**src/source/rx_bert_pkg.sv**
```systemverilog
// Receive BERT shared definitions
// Widths, rate-mode and pattern encodings, bits-per-clock decode

package rx_bert_pkg;

  localparam int ERR_CNT_W = 16;  // Error counter width per checker
  localparam int BIT_CNT_W = 32;  // Shared bit counter width
  localparam int LANE_BITS = 8;   // Bit slots per lane in one FIFO word
  localparam int SEED_BITS = 16;  // Bits shifted in before comparing

  typedef enum logic [1:0] {
    FIFO_1X = 2'b00,  // Full rate
    FIFO_2X = 2'b01,  // Half rate
    FIFO_4X = 2'b10   // Quarter rate
  } fifo_mode_e;

  typedef enum logic {
    PTRN_PRBS7  = 1'b0,  // x^7+x^6+1
    PTRN_PRBS15 = 1'b1   // x^15+x^14+1
  } ptrn_e;

  typedef enum logic [1:0] {
    NBIT1 = 2'b00,  // 1 bit per clock
    NBIT2 = 2'b01,  // 2 bits per clock
    NBIT4 = 2'b10,  // 4 bits per clock
    NBIT8 = 2'b11   // 8 bits per clock
  } nbits_e;

  // Valid bits per clock from FIFO rate and data rate
  function automatic nbits_e nbits_from_mode(fifo_mode_e mode, logic sdr);
    case (mode)
      FIFO_1X: return sdr ? NBIT1 : NBIT2;
      FIFO_2X: return sdr ? NBIT2 : NBIT4;
      FIFO_4X: return sdr ? NBIT4 : NBIT8;
      default: return sdr ? NBIT1 : NBIT2;  // Unsupported, treat as full rate
    endcase
  endfunction

endpackage

```
**src/source/bert_chk_if.sv**
```systemverilog
// Checker control interface
// Carries clear, seed and compare strobes plus pattern select to one checker

`timescale 1ns/1ns

interface bert_chk_if;

  logic                clr;   // Clear pulse for count and pattern register
  logic                seed;  // Shift received bits into pattern register
  logic                cmp;   // Compare received bits against prediction
  rx_bert_pkg::ptrn_e  ptrn;  // Latched pattern select

  // State machine side
  modport fsm (
    output clr,
    output seed,
    output cmp,
    output ptrn
  );

  // Pattern checker side
  modport chk (
    input clr,
    input seed,
    input cmp,
    input ptrn
  );

endinterface

```
**src/source/rx_lane_select.sv**
```systemverilog
// Receive lane selector
// Splits the FIFO word into lane bytes and registers one masked lane per checker

`timescale 1ns/1ns

module rx_lane_select #(
  parameter int NUM_LANES = 8,
  parameter int NUM_CHK   = 2
) (
  input  logic                                           clk,
  input  logic                                           rstn,
  input  logic [rx_bert_pkg::LANE_BITS*NUM_LANES-1:0]    rx_data_i,    // Word from RX FIFO
  input  rx_bert_pkg::nbits_e                            nbits_i,      // Valid bits per clock
  input  logic [NUM_CHK-1:0][5:0]                        lane_sel_i,   // Lane per checker
  output logic [NUM_CHK-1:0][rx_bert_pkg::LANE_BITS-1:0] lane_byte_o   // Registered lane bytes
);

  logic [NUM_LANES-1:0][rx_bert_pkg::LANE_BITS-1:0] lane_bytes;  // Word regrouped per lane
  logic [NUM_CHK-1:0][rx_bert_pkg::LANE_BITS-1:0]   chk_bytes;   // Selected and masked
  logic [rx_bert_pkg::LANE_BITS-1:0]                valid_mask;  // Slots in use this clock

  //------------------------------------------------------------
  // Lane map, slot k of lane i sits at bit k*NUM_LANES+i
  //------------------------------------------------------------
  always_comb
  begin
    for (int i = 0; i < NUM_LANES; i++)
    begin
      for (int k = 0; k < rx_bert_pkg::LANE_BITS; k++)
      begin
        lane_bytes[i][k] = rx_data_i[k*NUM_LANES+i];  // Slot 0 is oldest
      end
    end
  end

  always_comb
  begin
    case (nbits_i)
      rx_bert_pkg::NBIT1: valid_mask = 8'h01;
      rx_bert_pkg::NBIT2: valid_mask = 8'h03;
      rx_bert_pkg::NBIT4: valid_mask = 8'h0f;
      default:            valid_mask = 8'hff;
    endcase
  end

  //------------------------------------------------------------
  // Per-checker lane mux
  //------------------------------------------------------------
  always_comb
  begin
    for (int c = 0; c < NUM_CHK; c++)
    begin
      if (lane_sel_i[c] < NUM_LANES)
        chk_bytes[c] = lane_bytes[lane_sel_i[c]] & valid_mask;
      else
        chk_bytes[c] = '0;  // Out of range lane reads as zero
    end
  end

  // Register before the checkers to ease timing
  always_ff @(posedge clk or negedge rstn)
  begin
    if (!rstn)
      lane_byte_o <= '0;
    else
      lane_byte_o <= chk_bytes;
  end

endmodule

```
**src/source/bert_chk_fsm.sv**
```systemverilog
// Checker control FSM
// Steps one checker through idle, seed and run and drives its strobes

`timescale 1ns/1ns

module bert_chk_fsm (
  input  logic                clk,
  input  logic                rstn,
  input  logic                rst_pulse_i,    // Return to idle, clear counts
  input  logic                start_pulse_i,  // Begin seeding
  input  rx_bert_pkg::ptrn_e  ptrn_sel_i,     // Pattern for this run
  input  rx_bert_pkg::nbits_e nbits_i,        // Valid bits per clock
  output logic                running_o,      // High through seed and run
  bert_chk_if.fsm             chk
);

  localparam int CNT_W = $clog2(rx_bert_pkg::SEED_BITS + 1);

  typedef enum logic [1:0] {
    ST_IDLE = 2'b00,
    ST_SEED = 2'b01,
    ST_RUN  = 2'b10
  } state_e;

  state_e              state_q;   // Current state
  logic [CNT_W-1:0]    seed_cnt;  // Seed cycles still to go
  rx_bert_pkg::ptrn_e  ptrn_q;    // Pattern latched at start
  logic [CNT_W-1:0]    seed_len;  // Seed cycles for current rate

  assign seed_len = CNT_W'(rx_bert_pkg::SEED_BITS >> nbits_i);  // SEED_BITS / nbits

  always_ff @(posedge clk or negedge rstn)
  begin
    if (!rstn)
    begin
      state_q  <= ST_IDLE;
      seed_cnt <= '0;
      ptrn_q   <= rx_bert_pkg::PTRN_PRBS7;
    end
    else if (rst_pulse_i)  // Reset wins over start
    begin
      state_q  <= ST_IDLE;
      seed_cnt <= '0;
    end
    else if (start_pulse_i)  // Also restarts a running checker
    begin
      state_q  <= ST_SEED;
      seed_cnt <= seed_len;
      ptrn_q   <= ptrn_sel_i;
    end
    else if (state_q == ST_SEED)
    begin
      if (seed_cnt == CNT_W'(1))
        state_q <= ST_RUN;  // Last seed cycle
      seed_cnt <= seed_cnt - CNT_W'(1);
    end
  end

  // Strobes decoded from state
  assign running_o = (state_q != ST_IDLE);
  assign chk.seed  = (state_q == ST_SEED);
  assign chk.cmp   = (state_q == ST_RUN);
  assign chk.clr   = rst_pulse_i | start_pulse_i;  // Same cycle as the pulse
  assign chk.ptrn  = ptrn_q;

endmodule

```
**src/source/prbs_checker.sv**
```systemverilog
// PRBS pattern checker
// Seeds a 15-bit LFSR from received bits, then counts mismatches with saturation

`timescale 1ns/1ns

module prbs_checker (
  input  logic                                clk,
  input  logic                                rstn,
  input  rx_bert_pkg::nbits_e                 nbits_i,      // Valid bits per clock
  input  logic [rx_bert_pkg::LANE_BITS-1:0]   lane_byte_i,  // Slot 0 oldest
  bert_chk_if.chk                             chk,
  output logic [rx_bert_pkg::ERR_CNT_W-1:0]   err_cnt_o     // Saturating error count
);

  localparam int SUM_W = $clog2(rx_bert_pkg::LANE_BITS + 1);

  logic [14:0]                        ptrn_q;    // Pattern register
  logic [14:0]                        ptrn_nxt;  // After this clock's bits
  logic                               pred;      // Predicted bit for current slot
  logic                               prbs15;    // Long pattern selected
  logic [3:0]                         nbit_cnt;  // Bits to process, 1 to 8
  logic [SUM_W-1:0]                   err_sum;   // Mismatches this clock
  logic [rx_bert_pkg::ERR_CNT_W:0]    err_add;   // Count plus carry

  assign prbs15   = (chk.ptrn == rx_bert_pkg::PTRN_PRBS15);
  assign nbit_cnt = 4'd1 << nbits_i;

  //------------------------------------------------------------
  // Bit-serial LFSR walk over the valid slots
  //------------------------------------------------------------
  always_comb
  begin
    ptrn_nxt = chk.clr ? 15'd0 : ptrn_q;  // Start clean on clear
    err_sum  = '0;
    pred     = 1'b0;
    for (int b = 0; b < rx_bert_pkg::LANE_BITS; b++)
    begin
      if (b < nbit_cnt)
      begin
        // Fibonacci taps, newest bit enters at bit 0
        pred = prbs15 ? (ptrn_nxt[14] ^ ptrn_nxt[13]) : (ptrn_nxt[6] ^ ptrn_nxt[5]);
        if (chk.seed)
        begin
          ptrn_nxt = {ptrn_nxt[13:0], lane_byte_i[b]};  // Load from line
        end
        else if (chk.cmp)
        begin
          err_sum  = err_sum + SUM_W'(pred ^ lane_byte_i[b]);
          ptrn_nxt = {ptrn_nxt[13:0], pred};  // Free-run on own feedback
        end
      end
    end
    if (!prbs15)
      ptrn_nxt[14:7] = '0;  // PRBS7 keeps low 7 bits only
  end

  always_ff @(posedge clk or negedge rstn)
  begin
    if (!rstn)
      ptrn_q <= '0;
    else
      ptrn_q <= ptrn_nxt;
  end

  //------------------------------------------------------------
  // Error counter
  //------------------------------------------------------------
  assign err_add = {1'b0, err_cnt_o} + (rx_bert_pkg::ERR_CNT_W + 1)'(err_sum);

  always_ff @(posedge clk or negedge rstn)
  begin
    if (!rstn)
      err_cnt_o <= '0;
    else if (chk.clr)
      err_cnt_o <= '0;
    else if (chk.cmp)
    begin
      if (err_add[rx_bert_pkg::ERR_CNT_W])
        err_cnt_o <= '1;  // Saturate
      else
        err_cnt_o <= err_add[rx_bert_pkg::ERR_CNT_W-1:0];
    end
  end

endmodule

```
**src/source/rx_bit_counter.sv**
```systemverilog
// Received bit counter
// Accumulates bits per clock while any checker runs

`timescale 1ns/1ns

module rx_bit_counter #(
  parameter int NUM_CHK = 2
) (
  input  logic                              clk,
  input  logic                              rstn,
  input  logic [NUM_CHK-1:0]                rst_pulse_i,  // Any set bit clears
  input  logic [NUM_CHK-1:0]                running_i,    // Checker running flags
  input  rx_bert_pkg::nbits_e               nbits_i,      // Valid bits per clock
  output logic [rx_bert_pkg::BIT_CNT_W-1:0] bit_cnt_o     // Total bits received
);

  logic [rx_bert_pkg::BIT_CNT_W-1:0] bit_inc;  // 1, 2, 4 or 8

  assign bit_inc = rx_bert_pkg::BIT_CNT_W'(1) << nbits_i;

  always_ff @(posedge clk or negedge rstn)
  begin
    if (!rstn)
      bit_cnt_o <= '0;
    else if (|rst_pulse_i)
      bit_cnt_o <= '0;
    else if (|running_i)
      bit_cnt_o <= bit_cnt_o + bit_inc;  // Wraps at full scale
  end

endmodule

```
**src/source/rx_bert_top.sv**
```systemverilog
// Receive BERT top level
// Lane selection, NUM_CHK PRBS checkers and the shared bit counter

`timescale 1ns/1ns

module rx_bert_top #(
  parameter int NUM_LANES = 8,
  parameter int NUM_CHK   = 2
) (
  input  logic                                          clk,
  input  logic                                          rstn,
  input  logic [rx_bert_pkg::LANE_BITS*NUM_LANES-1:0]   rx_data_i,      // RX FIFO word
  input  rx_bert_pkg::fifo_mode_e                       fifo_mode_i,    // FIFO rate
  input  logic                                          sdr_mode_i,     // Single data rate
  input  logic [NUM_CHK-1:0]                            rst_pulse_i,    // Per checker
  input  logic [NUM_CHK-1:0]                            start_pulse_i,  // Per checker
  input  logic [6*NUM_CHK-1:0]                          lane_sel_i,     // 6 bits per checker
  input  logic [NUM_CHK-1:0]                            ptrn_sel_i,     // 1 = PRBS15
  output logic [rx_bert_pkg::BIT_CNT_W-1:0]             bit_cnt_o,      // Bits received
  output logic [rx_bert_pkg::ERR_CNT_W*NUM_CHK-1:0]     err_cnt_o,      // Per checker
  output logic [NUM_CHK-1:0]                            running_o       // Per checker
);

  rx_bert_pkg::nbits_e                            nbits;      // Decoded once for all blocks
  logic [NUM_CHK-1:0][5:0]                        lane_sel;   // Unflattened selects
  logic [NUM_CHK-1:0][rx_bert_pkg::LANE_BITS-1:0] lane_byte;  // Registered lane data

  assign nbits    = rx_bert_pkg::nbits_from_mode(fifo_mode_i, sdr_mode_i);
  assign lane_sel = lane_sel_i;

  rx_lane_select #(
    .NUM_LANES (NUM_LANES),
    .NUM_CHK   (NUM_CHK)
  ) u_lane_select (
    .clk         (clk),
    .rstn        (rstn),
    .rx_data_i   (rx_data_i),
    .nbits_i     (nbits),
    .lane_sel_i  (lane_sel),
    .lane_byte_o (lane_byte)
  );

  //------------------------------------------------------------
  // Checkers
  //------------------------------------------------------------
  for (genvar c = 0; c < NUM_CHK; c++)
  begin : g_chk
    bert_chk_if chk_if ();

    bert_chk_fsm u_fsm (
      .clk           (clk),
      .rstn          (rstn),
      .rst_pulse_i   (rst_pulse_i[c]),
      .start_pulse_i (start_pulse_i[c]),
      .ptrn_sel_i    (rx_bert_pkg::ptrn_e'(ptrn_sel_i[c])),
      .nbits_i       (nbits),
      .running_o     (running_o[c]),
      .chk           (chk_if.fsm)
    );

    prbs_checker u_checker (
      .clk         (clk),
      .rstn        (rstn),
      .nbits_i     (nbits),
      .lane_byte_i (lane_byte[c]),
      .chk         (chk_if.chk),
      .err_cnt_o   (err_cnt_o[c*rx_bert_pkg::ERR_CNT_W +: rx_bert_pkg::ERR_CNT_W])
    );
  end

  rx_bit_counter #(
    .NUM_CHK (NUM_CHK)
  ) u_bit_counter (
    .clk         (clk),
    .rstn        (rstn),
    .rst_pulse_i (rst_pulse_i),
    .running_i   (running_o),
    .nbits_i     (nbits),
    .bit_cnt_o   (bit_cnt_o)
  );

endmodule

```
**config.mk**
```make
export PLATFORM = sky130hd
export DESIGN_NAME = rx_bert_top
export DESIGN_NICKNAME = d
export VERILOG_FILES = /design/src/source/rx_bert_pkg.sv /design/src/source/bert_chk_if.sv /design/src/source/rx_lane_select.sv /design/src/source/bert_chk_fsm.sv /design/src/source/prbs_checker.sv /design/src/source/rx_bit_counter.sv /design/src/source/rx_bert_top.sv
export SDC_FILE = /design/constraint.sdc
export NUM_CORES = 1
export LEC_CHECK = 0
export ABC_CLOCK_PERIOD_IN_PS = 13100
export BUFFER_PORTS_ARGS = -buffer_cell sky130_fd_sc_hd__buf_4
export CAP_MARGIN = 20
export CORE_MARGIN = 8
export CORE_UTILIZATION = 30
export CTS_BUF_LIST = sky130_fd_sc_hd__clkbuf_8
export DETAILED_ROUTE_END_ITERATION = 10
export HOLD_SLACK_MARGIN = 0.05
export PLACE_DENSITY = 0.58
export SYNTH_ARGS = -nofsm -noshare
export SYNTH_HDL_FRONTEND = slang
export SYNTH_HIERARCHICAL = 1
export SYNTH_SLANG_ARGS = --single-unit
```
**constraint.sdc**
```tcl
create_clock -name clk -period 13.1 [get_ports clk]
set_clock_uncertainty 0.15 [all_clocks]
set_input_delay 0 -clock clk [delete_from_list [all_inputs] [get_ports clk]]
set_output_delay 0 -clock clk [all_outputs]
set_load 0.01 [all_outputs]
```
# --- Yosys cells after proc, flatten, opt, wreduce, memory -nomap -nowiden ---
# Cells that the tools add are included.
totals:
  regBits: 126
  input_bits: 87
  output_inout_bits: 66
classes:
  n_addsub: 19
  order_cmp: 12
  n_eq_ne: 10
  shift: 3
  mux: 149
  bitwise_logic: 54
  reduce_logical: 16
ops:
  columns: ["operator", "count"]
  rows:
  - ["two-way mux 15 bit", 50]
  - ["two-way mux 4 bit", 48]
  - ["two-way mux 16 bit", 6]
  - ["two-way mux 32 bit", 2]
  - ["adder 4 bit", 14]
  - ["binary-select mux 8 bit (select 3 bit)", 2]
  - ["two-way mux 8 bit", 6]
  - ["XOR 1 bit", 48]
  - ["adder 16 x 4 -> 17 bit", 2]
  - ["adder 32 bit", 1]
  - ["<< shifter 1 x 2 -> 32 bit (first input constant)", 1]
  - ["two-way mux 5 bit", 6]
  - ["< comparator 6 x 4 -> 1 bit (second input constant)", 4]
  - ["one-hot mux 8 bit (3 select lines)", 1]
  - ["two-way mux 1 bit", 18]
  - ["two-way mux 2 bit", 9]
  - ["bitwise AND 8 bit", 2]
  - ["< comparator 3 x 4 -> 1 bit (first input constant)", 4]
  - ["nonzero test 3 bit", 4]
  - ["equality test 5 x 1 -> 1 bit (second input constant)", 2]
  - ["nonzero test 2 bit", 5]
  - ["subtractor 5 x 1 -> 5 bit (second input constant)", 2]
  - ["equality test 2 x 1 -> 1 bit (second input constant)", 4]
  - ["equality test 2 bit (second input constant)", 4]
  - ["10 further kinds", 18]

# --- Logic depth before layout (Yosys ltp) ---
depth:
  word_depth: 48
  ltp_mapped: 42
  depth_no_buf: 38

# --- Hierarchy ---
# Netlist, hierarchy kept.
by_module_without_submodules:
  columns: ["module", "instances", "cells_per_inst", "area_each_um2", "seq_area_each_um2"]
  rows:
  - ["prbs_checker (g_chk[1].u_checker)", 1, 455, 3413.3, 775.7]
  - ["prbs_checker (g_chk[0].u_checker)", 1, 432, 3357.0, 775.7]
  - ["rx_bit_counter", 1, 209, 1901.8, 800.8]
  - ["rx_lane_select", 1, 149, 1572.8, 400.4]
  - ["bert_chk_fsm", 2, 46, 460.4, 200.2]
  - ["rx_bert_top", 1, 10, 67.6, 0.0]

# --- Least setup slack after synthesis ---
# Ideal clock, no wire load.
synth_path:
  path_kind: "input to register"
  startpoint: "input port fifo_mode_i[0]"
  endpoint: "register g_chk[1].u_checker/err_cnt_o[5] (netlist bit)"
  setup_time_ps: 99
  t_arrival_ps: 7432
  slack_ps: 5419
  cell_stages: 41
  path_buffers: 3
  cell_sequence: "inv_1 ha_1 nor2_1 o21ai_0 buf_2 or2_1 buf_2 mux2i_1 xnor2_1 a21oi_1 nor3_1 xor2_1 ha_1 ha_1 nand3_1 o21ai_0 ha_1 nand2_1 [5 not listed] nand2_1 nand2_1 ha_1 nand2_1 nand2_1 ha_1 xor2_1 nand2_1 xnor2_1 ha_1 nor2b_1 o21ai_1 a21o_1 or4_1 buf_2 o21ai_0 a21oi_1 a311oi_1"
synth_via:
  elab_chain_len: 40
synth_lines:
  columns: ["element", "line_no", "text"]
  rows:
  - ["start: declaration", "rx_bert_top.sv:13", "input rx_bert_pkg::fifo_mode_e fifo_mode_i,"]
  - ["equality test 2 bit / equality test 2 x 1 -> 1 bit (equally long branches)", "rx_bert_pkg.sv:31", "case (mode)"]
  - ["one-hot mux 2 bit (2 select lines) (*)", "rx_bert_pkg.sv:31", null]
  - ["via nbits[0]", "rx_bert_top.sv:24", "rx_bert_pkg::nbits_e nbits;"]
  - ["<< shifter 1 x 2 -> 4 bit (*)", "prbs_checker.sv:26", "assign nbit_cnt = 4'd1 << nbits_i;"]
  - ["< comparator 1 x 4 -> 1 bit", "prbs_checker.sv:38", "if (b < nbit_cnt)"]
  - ["two-way mux 15 bit", "prbs_checker.sv:38", null]
  - ["XOR 1 bit", "prbs_checker.sv:41", "pred = prbs15 ? (ptrn_nxt[14] ^ ptrn_nxt[13]) : (ptrn_nxt[6] ^ ptrn_nxt[5]);"]
  - ["two-way mux 1 bit", "prbs_checker.sv:41", null]
  - ["[25 not listed]", null, null]
  - ["adder 4 bit", "prbs_checker.sv:48", "err_sum = err_sum + SUM_W'(pred ^ lane_byte_i[b]);"]
  - ["two-way mux 4 bit", "prbs_checker.sv:46", "else if (chk.cmp)"]
  - ["two-way mux 4 bit", "prbs_checker.sv:42", "if (chk.seed)"]
  - ["two-way mux 4 bit (*)", "prbs_checker.sv:38", null]
  - ["adder 16 x 4 -> 17 bit (*)", "prbs_checker.sv:68", "assign err_add = {1'b0, err_cnt_o} + (rx_bert_pkg::ERR_CNT_W + 1)'(err_sum);"]
  - ["two-way mux 16 bit (*)", "prbs_checker.sv:78", "if (err_add[rx_bert_pkg::ERR_CNT_W])"]
  - ["two-way mux 16 bit (*)", "prbs_checker.sv:76", "else if (chk.cmp)"]
  - ["two-way mux 16 bit (*)", "prbs_checker.sv:74", "else if (chk.clr)"]
  - ["end signal: assignment", "prbs_checker.sv:81", "err_cnt_o <= err_add[rx_bert_pkg::ERR_CNT_W-1:0];"]
  - ["end: declaration", "prbs_checker.sv:12", "output logic [rx_bert_pkg::ERR_CNT_W-1:0] err_cnt_o"]
# The timed path passes the listed nets; every way through them passes the cells marked *. The select of a mux whose other input is x is not followed.
# A chain may end at the register's enable or synchronous reset.

# --- Worst setup path in the final report ---
layout_path:
  startpoint: "register g_chk[0].u_fsm.state_q[1]"
  endpoint: "register g_chk[0].u_checker/err_cnt_o[5] (netlist bit)"
layout_via:
  elab_chain_len: 39
layout_lines:
  columns: ["element", "line_no", "text"]
  rows:
  - ["start: declaration", "bert_chk_fsm.sv:25", "state_e state_q;"]
  - ["start signal: assignment", "bert_chk_fsm.sv:36", "state_q <= ST_IDLE;"]
  - ["start signal: assignment", "bert_chk_fsm.sv:42", "state_q <= ST_IDLE;"]
  - ["start signal: assignment", "bert_chk_fsm.sv:47", "state_q <= ST_SEED;"]
  - ["equality test 2 bit (*)", "bert_chk_fsm.sv:62", "assign chk.cmp = (state_q == ST_RUN);"]
  - ["via g_chk[0].chk_if.cmp", "bert_chk_if.sv:10", "logic cmp;"]
  - ["two-way mux 15 bit", "prbs_checker.sv:46", null]
  - ["two-way mux 15 bit", "prbs_checker.sv:42", null]
  - ["two-way mux 15 bit", "prbs_checker.sv:38", null]
  - ["XOR 1 bit", "prbs_checker.sv:41", null]
  - ["two-way mux 1 bit", "prbs_checker.sv:41", null]
  - ["XOR 1 bit", "prbs_checker.sv:48", null]
  - ["[24 not listed]", null, null]
  - ["adder 4 bit", "prbs_checker.sv:48", null]
  - ["two-way mux 4 bit", "prbs_checker.sv:46", null]
  - ["two-way mux 4 bit", "prbs_checker.sv:42", null]
  - ["two-way mux 4 bit", "prbs_checker.sv:38", null]
  - ["adder 16 x 4 -> 17 bit", "prbs_checker.sv:68", null]
  - ["two-way mux 16 bit", "prbs_checker.sv:78", null]
  - ["two-way mux 16 bit", "prbs_checker.sv:76", null]
  - ["two-way mux 16 bit", "prbs_checker.sv:74", null]
  - ["end signal: assignment", "prbs_checker.sv:81", null]
  - ["end: declaration", "prbs_checker.sv:12", null]
# Marked as above.

==> results by group <==
Run status
  • Outcome: finished clean

Drt
  • Wirelength per Cell: 17.6 um
  • Vias per cell: 5.59
  • First-pass DRT Iterations: 5
  • WL met2: 17500 um
  • DRC viols: 0
  • Met1 Wirelength: 15400 um
  • WL final: 35300 um
  • Via count: 11200
  • Top sig layer: met4
  • Routed Antenna Nets: 0
  • DR WL met3: 1750 um
  • DR iter-0 viols: 934

Final layout
  • Fin area: 13800 um2
  • Nets@finish: 1650
  • Core Util, Final: 37.0%
  • Synth-to-Final Area Change: 23.0%
  • # diodes: 0
  • Fillcell total: 3841
  • Layout cells sized above 1: 16.7%

GRT
  • Initial antenna violation count: 0
  • Gr ovfl total: 0
  • Largest net degree at the start of global routing: 67
  • Vias in the first global route: 11000
  • GRT Util Overall: 15.5%
  • First-pass GRT wire length: 57200 um

Setup path
  • CP startpoint kind: flip-flop
  • CP endpoint kind: flip-flop
  • Max stage delay on crit path: 0.62 ns
  • Crit Path Category: flip-flop to flip-flop
  • Most numerous cell on the critical path: ha_1
  • Slowest-stage cell, CP: or2_1
  • Crit path DAT: 8.91 ns
  • CP required: 13.29 ns
  • CP max FO: 36

Synth
  • Syn_nets: 1481
  • Post-Syn Area: 11200 um2
  • Largest family of logic cells by synthesized area: compound AO/OA/AOI/OAI gates
  • Top_reg_cell synth: dfrtp_1
  • Synthesized area per cell: 8.34 um2
  • Synth area leader: dfrtp_1
  • Synth Area in XOR/XNOR: 5.22%
  • EDFF count, synth: 0
  • Synth unique cells: 91
  • Asr flop ratio synth: 100%
  • Synth Area in Adders: 5.44%
  • Cells after Synth: 1347
  • Mux contribution to synthesized area: 11.0%
  • Yosys reg bits: 126
  • YS warnings: 6
  • Simple logic cell fraction of the synthesized area: 22.4%
  • Post-synthesis compound-gate area fraction: 22.4%
  • Synth area leaders: dfrtp_1 28%, mux2i_1 5.7%, ha_1 4.9%
  • Synth top area share: 28.1%
  • Sequential-to-total area share from yosys stat: 28.1%

Power and ir drop
  • Int Pwr: 0.675 mW
  • Peak VDD IR: 0.0571 mV
  • Pleak: 5.94 nW
  • Sw Pwr: 0.314 mW
  • Sw Ratio: 31.7%
  • Register share of total power: 41.6%
  • P per Cell Area: 71.6 nW/um2
  • Logic pwr share: 23.1%
  • Clock share of power: 35.4%

Timing
  • TNS Setup: 0 ns
  • Slew @ Worst Pin: 0.847 ns
  • RSZ-0062 raised after global routing: false
  • Final WS setup: 4.38 ns
  • Final hold vios: 0
  • Final Slew Violations: 0
  • Minimum clock period: 8.72 ns
  • Final setup viols: 0
  • FMAX: 115 MHz
  • Slew margin rel.: 43.5%
  • Period utilization: 66.5%

Clock network
  • Clock transition at path regs: 0.07 ns
  • Setup repair bufs after CTS: 0
  • Clk buf depth: 2
  • Htree depth: 4
  • CTS Sinks: 126
  • Num CTS Buffers: 17
  • Clock latency on the worst-skew pair: 0.45 ns
  • CTS tree: built
  • Root Driver: clkbuf_8

Floorplanning
  • Die width: 210 um
  • Die Area: 43900 um2
  • Core area: 37300 um2
  • Starting density of the core: 30.1%
  • Ports: 153
  • Rows: 71
  • Die height: 210 um

Placement
  • Routability Congestion: 0.887
  • Placed Area: 12600 um2
  • Pre-CTS setup slack: 4.47 ns
  • HPWL Detailed: 24900 um
  • Port Buf Inserts: 152

Worst hold path
  • Worst Hold Class: input pin to flip-flop

Job
  • Maxcap violations: 0
==> worst max-delay path: cells and delay by family, from the launching register on <==
family | cells | cell delay, ns
fa+ha+maj | 9 | 2.36
simple gates | 13 | 2.28
compound gates | 6 | 1.46
mux | 4 | 1.02
xor+xnor | 4 | 0.59
flops | 1 | 0.41
buf+inv | 1 | 0.34
==> power by group through the flow <==
stage	Combinational [mW]	Sequential, mW	Clock (mW)
global placement	0.204	0.418	0
finish	0.228	0.411	0.350
floorplan	0.140	0.412	0
CTS	0.225	0.411	0.363
global route	0.248	0.413	0.380
detailed placement	0.205	0.418	0
==> worst paths after layout <==
check,from,to,slack (ns),cells past startpoint
worst max-delay path,g_chk[0].u_fsm/state_q[1],g_chk[0].u_checker/err_cnt_o[5],4.38,37
worst max register to register,g_chk[0].u_fsm/state_q[1],g_chk[0].u_checker/err_cnt_o[5],4.38,37
max in group asynchronous,rstn,g_chk[1].u_checker/ptrn_q[4],11.50,4
worst min register to register,u_bit_counter/bit_cnt_o[31],u_bit_counter/bit_cnt_o[31],0.39,2
worst min-delay path,rst_pulse_i[0],g_chk[0].u_fsm/seed_cnt[1],0.22,3
min in group asynchronous,rstn,u_bit_counter/bit_cnt_o[17],0.50,4
==> cell families after synthesis <==
family | after synthesis
XOR/XNOR | 67
multiplexers | 111
flip-flops | 126
adder cells (fa/ha/maj) | 47
buffers and inverters | 134
AO/OA/AOI/OAI | 365
AND/OR/NAND/NOR | 497
==> state kept, by name, indices dropped and copies added, names as in the netlist <==
| name | count |
|---|---|
| g_chk.u_checker/err_cnt_o | 32 |
| g_chk.u_checker/ptrn_q | 30 |
| g_chk.u_fsm/chk.ptrn | 2 |
| g_chk.u_fsm/seed_cnt | 10 |
| g_chk.u_fsm/state_q | 4 |
| u_bit_counter/bit_cnt_o | 32 |
| u_lane_select/lane_byte_o | 16 |
==> synth_stat cells, types with 17 or more instances <==
cell type / count
ha_1: 44
xnor2_1: 40
xor2_1: 27
a311oi_1: 17
nand3_1: 50
mux2i_1: 64
a211oi_1: 20
o21ai_0: 34
dfrtp_1: 126
nor2b_1: 18
clkbuf_1: 48
o22ai_1: 21
nand2_1: 124
inv_1: 40
a21oi_1: 109
buf_2: 23
nor3_1: 42
nor2_1: 117
or4_1: 24
o31ai_1: 19
mux2_1: 28
==> what timing repair did <==
| item | 4_1_cts | 5_1_grt |
|---|---|---|
| resized for setup | 0 | 0 |
| hold buffers | 75 | 0 |
| endpoints found under the hold margin | 108 | 0 |
==> cell type report <==
type / count / area (um2) / share of cell area [%]
multi-input combinational: 1087 / 7490 / 54.2
timing repair buffer: 240 / 2010 / 14.6
sequential: 126 / 3150 / 22.8
inverter: 44 / 165 / 1.20
tap: 474 / 593 / 4.29
clock inverter: 13 / 140 / 1.01
clock buffer: 19 / 262 / 1.89
==> cell usage in the layout, fill, tap and decap left out, types with 10 or more instances in the layout <==
master / synthesis / layout
buf_4: 2 / 164
dfrtp_1: 126 / 126
nand2_1: 124 / 124
nor2_1: 117 / 117
a21oi_1: 109 / 109
dlygate4sd3_1: 0 / 74
mux2i_1: 64 / 64
nand3_1: 50 / 50
ha_1: 44 / 44
nor3_1: 42 / 42
inv_1: 40 / 40
xnor2_1: 40 / 40
o21ai_0: 34 / 33
mux2_1: 28 / 28
xor2_1: 27 / 27
or4_1: 24 / 24
o22ai_1: 21 / 21
a211oi_1: 20 / 20
clkbuf_8: 0 / 19
o31ai_1: 19 / 19
a311oi_1: 17 / 17
nand2b_1: 16 / 16
o21a_1: 16 / 16
and3_1: 15 / 15
nor2b_1: 18 / 14
nand4_1: 14 / 14
a21o_1: 14 / 14
mux2_2: 13 / 13
a22o_1: 13 / 13
nand3b_1: 11 / 11
o21ai_1: 11 / 11
or3_1: 10 / 10
==> stage by stage <==
step	power [mW]	hold slack, ns	cells
3_5_place_dp	0.624	-0.109	1896
4_1_cts	0.999	0.172	2003
5_1_grt	1.04	0.206	2003
3_3_place_gp	0.622	-0.108	1896
6_report	0.989	0.220	2003
2_1_floorplan	0.552	-0.446	1347
==> metal layers <==
metal  GRT usage, %  vias up
met4           4.47        0
met3           2.31       59
met5              0        -
li1               -     5330
met1           20.0     5470
met2           26.7      340
(Power assumes the default switching activity.)
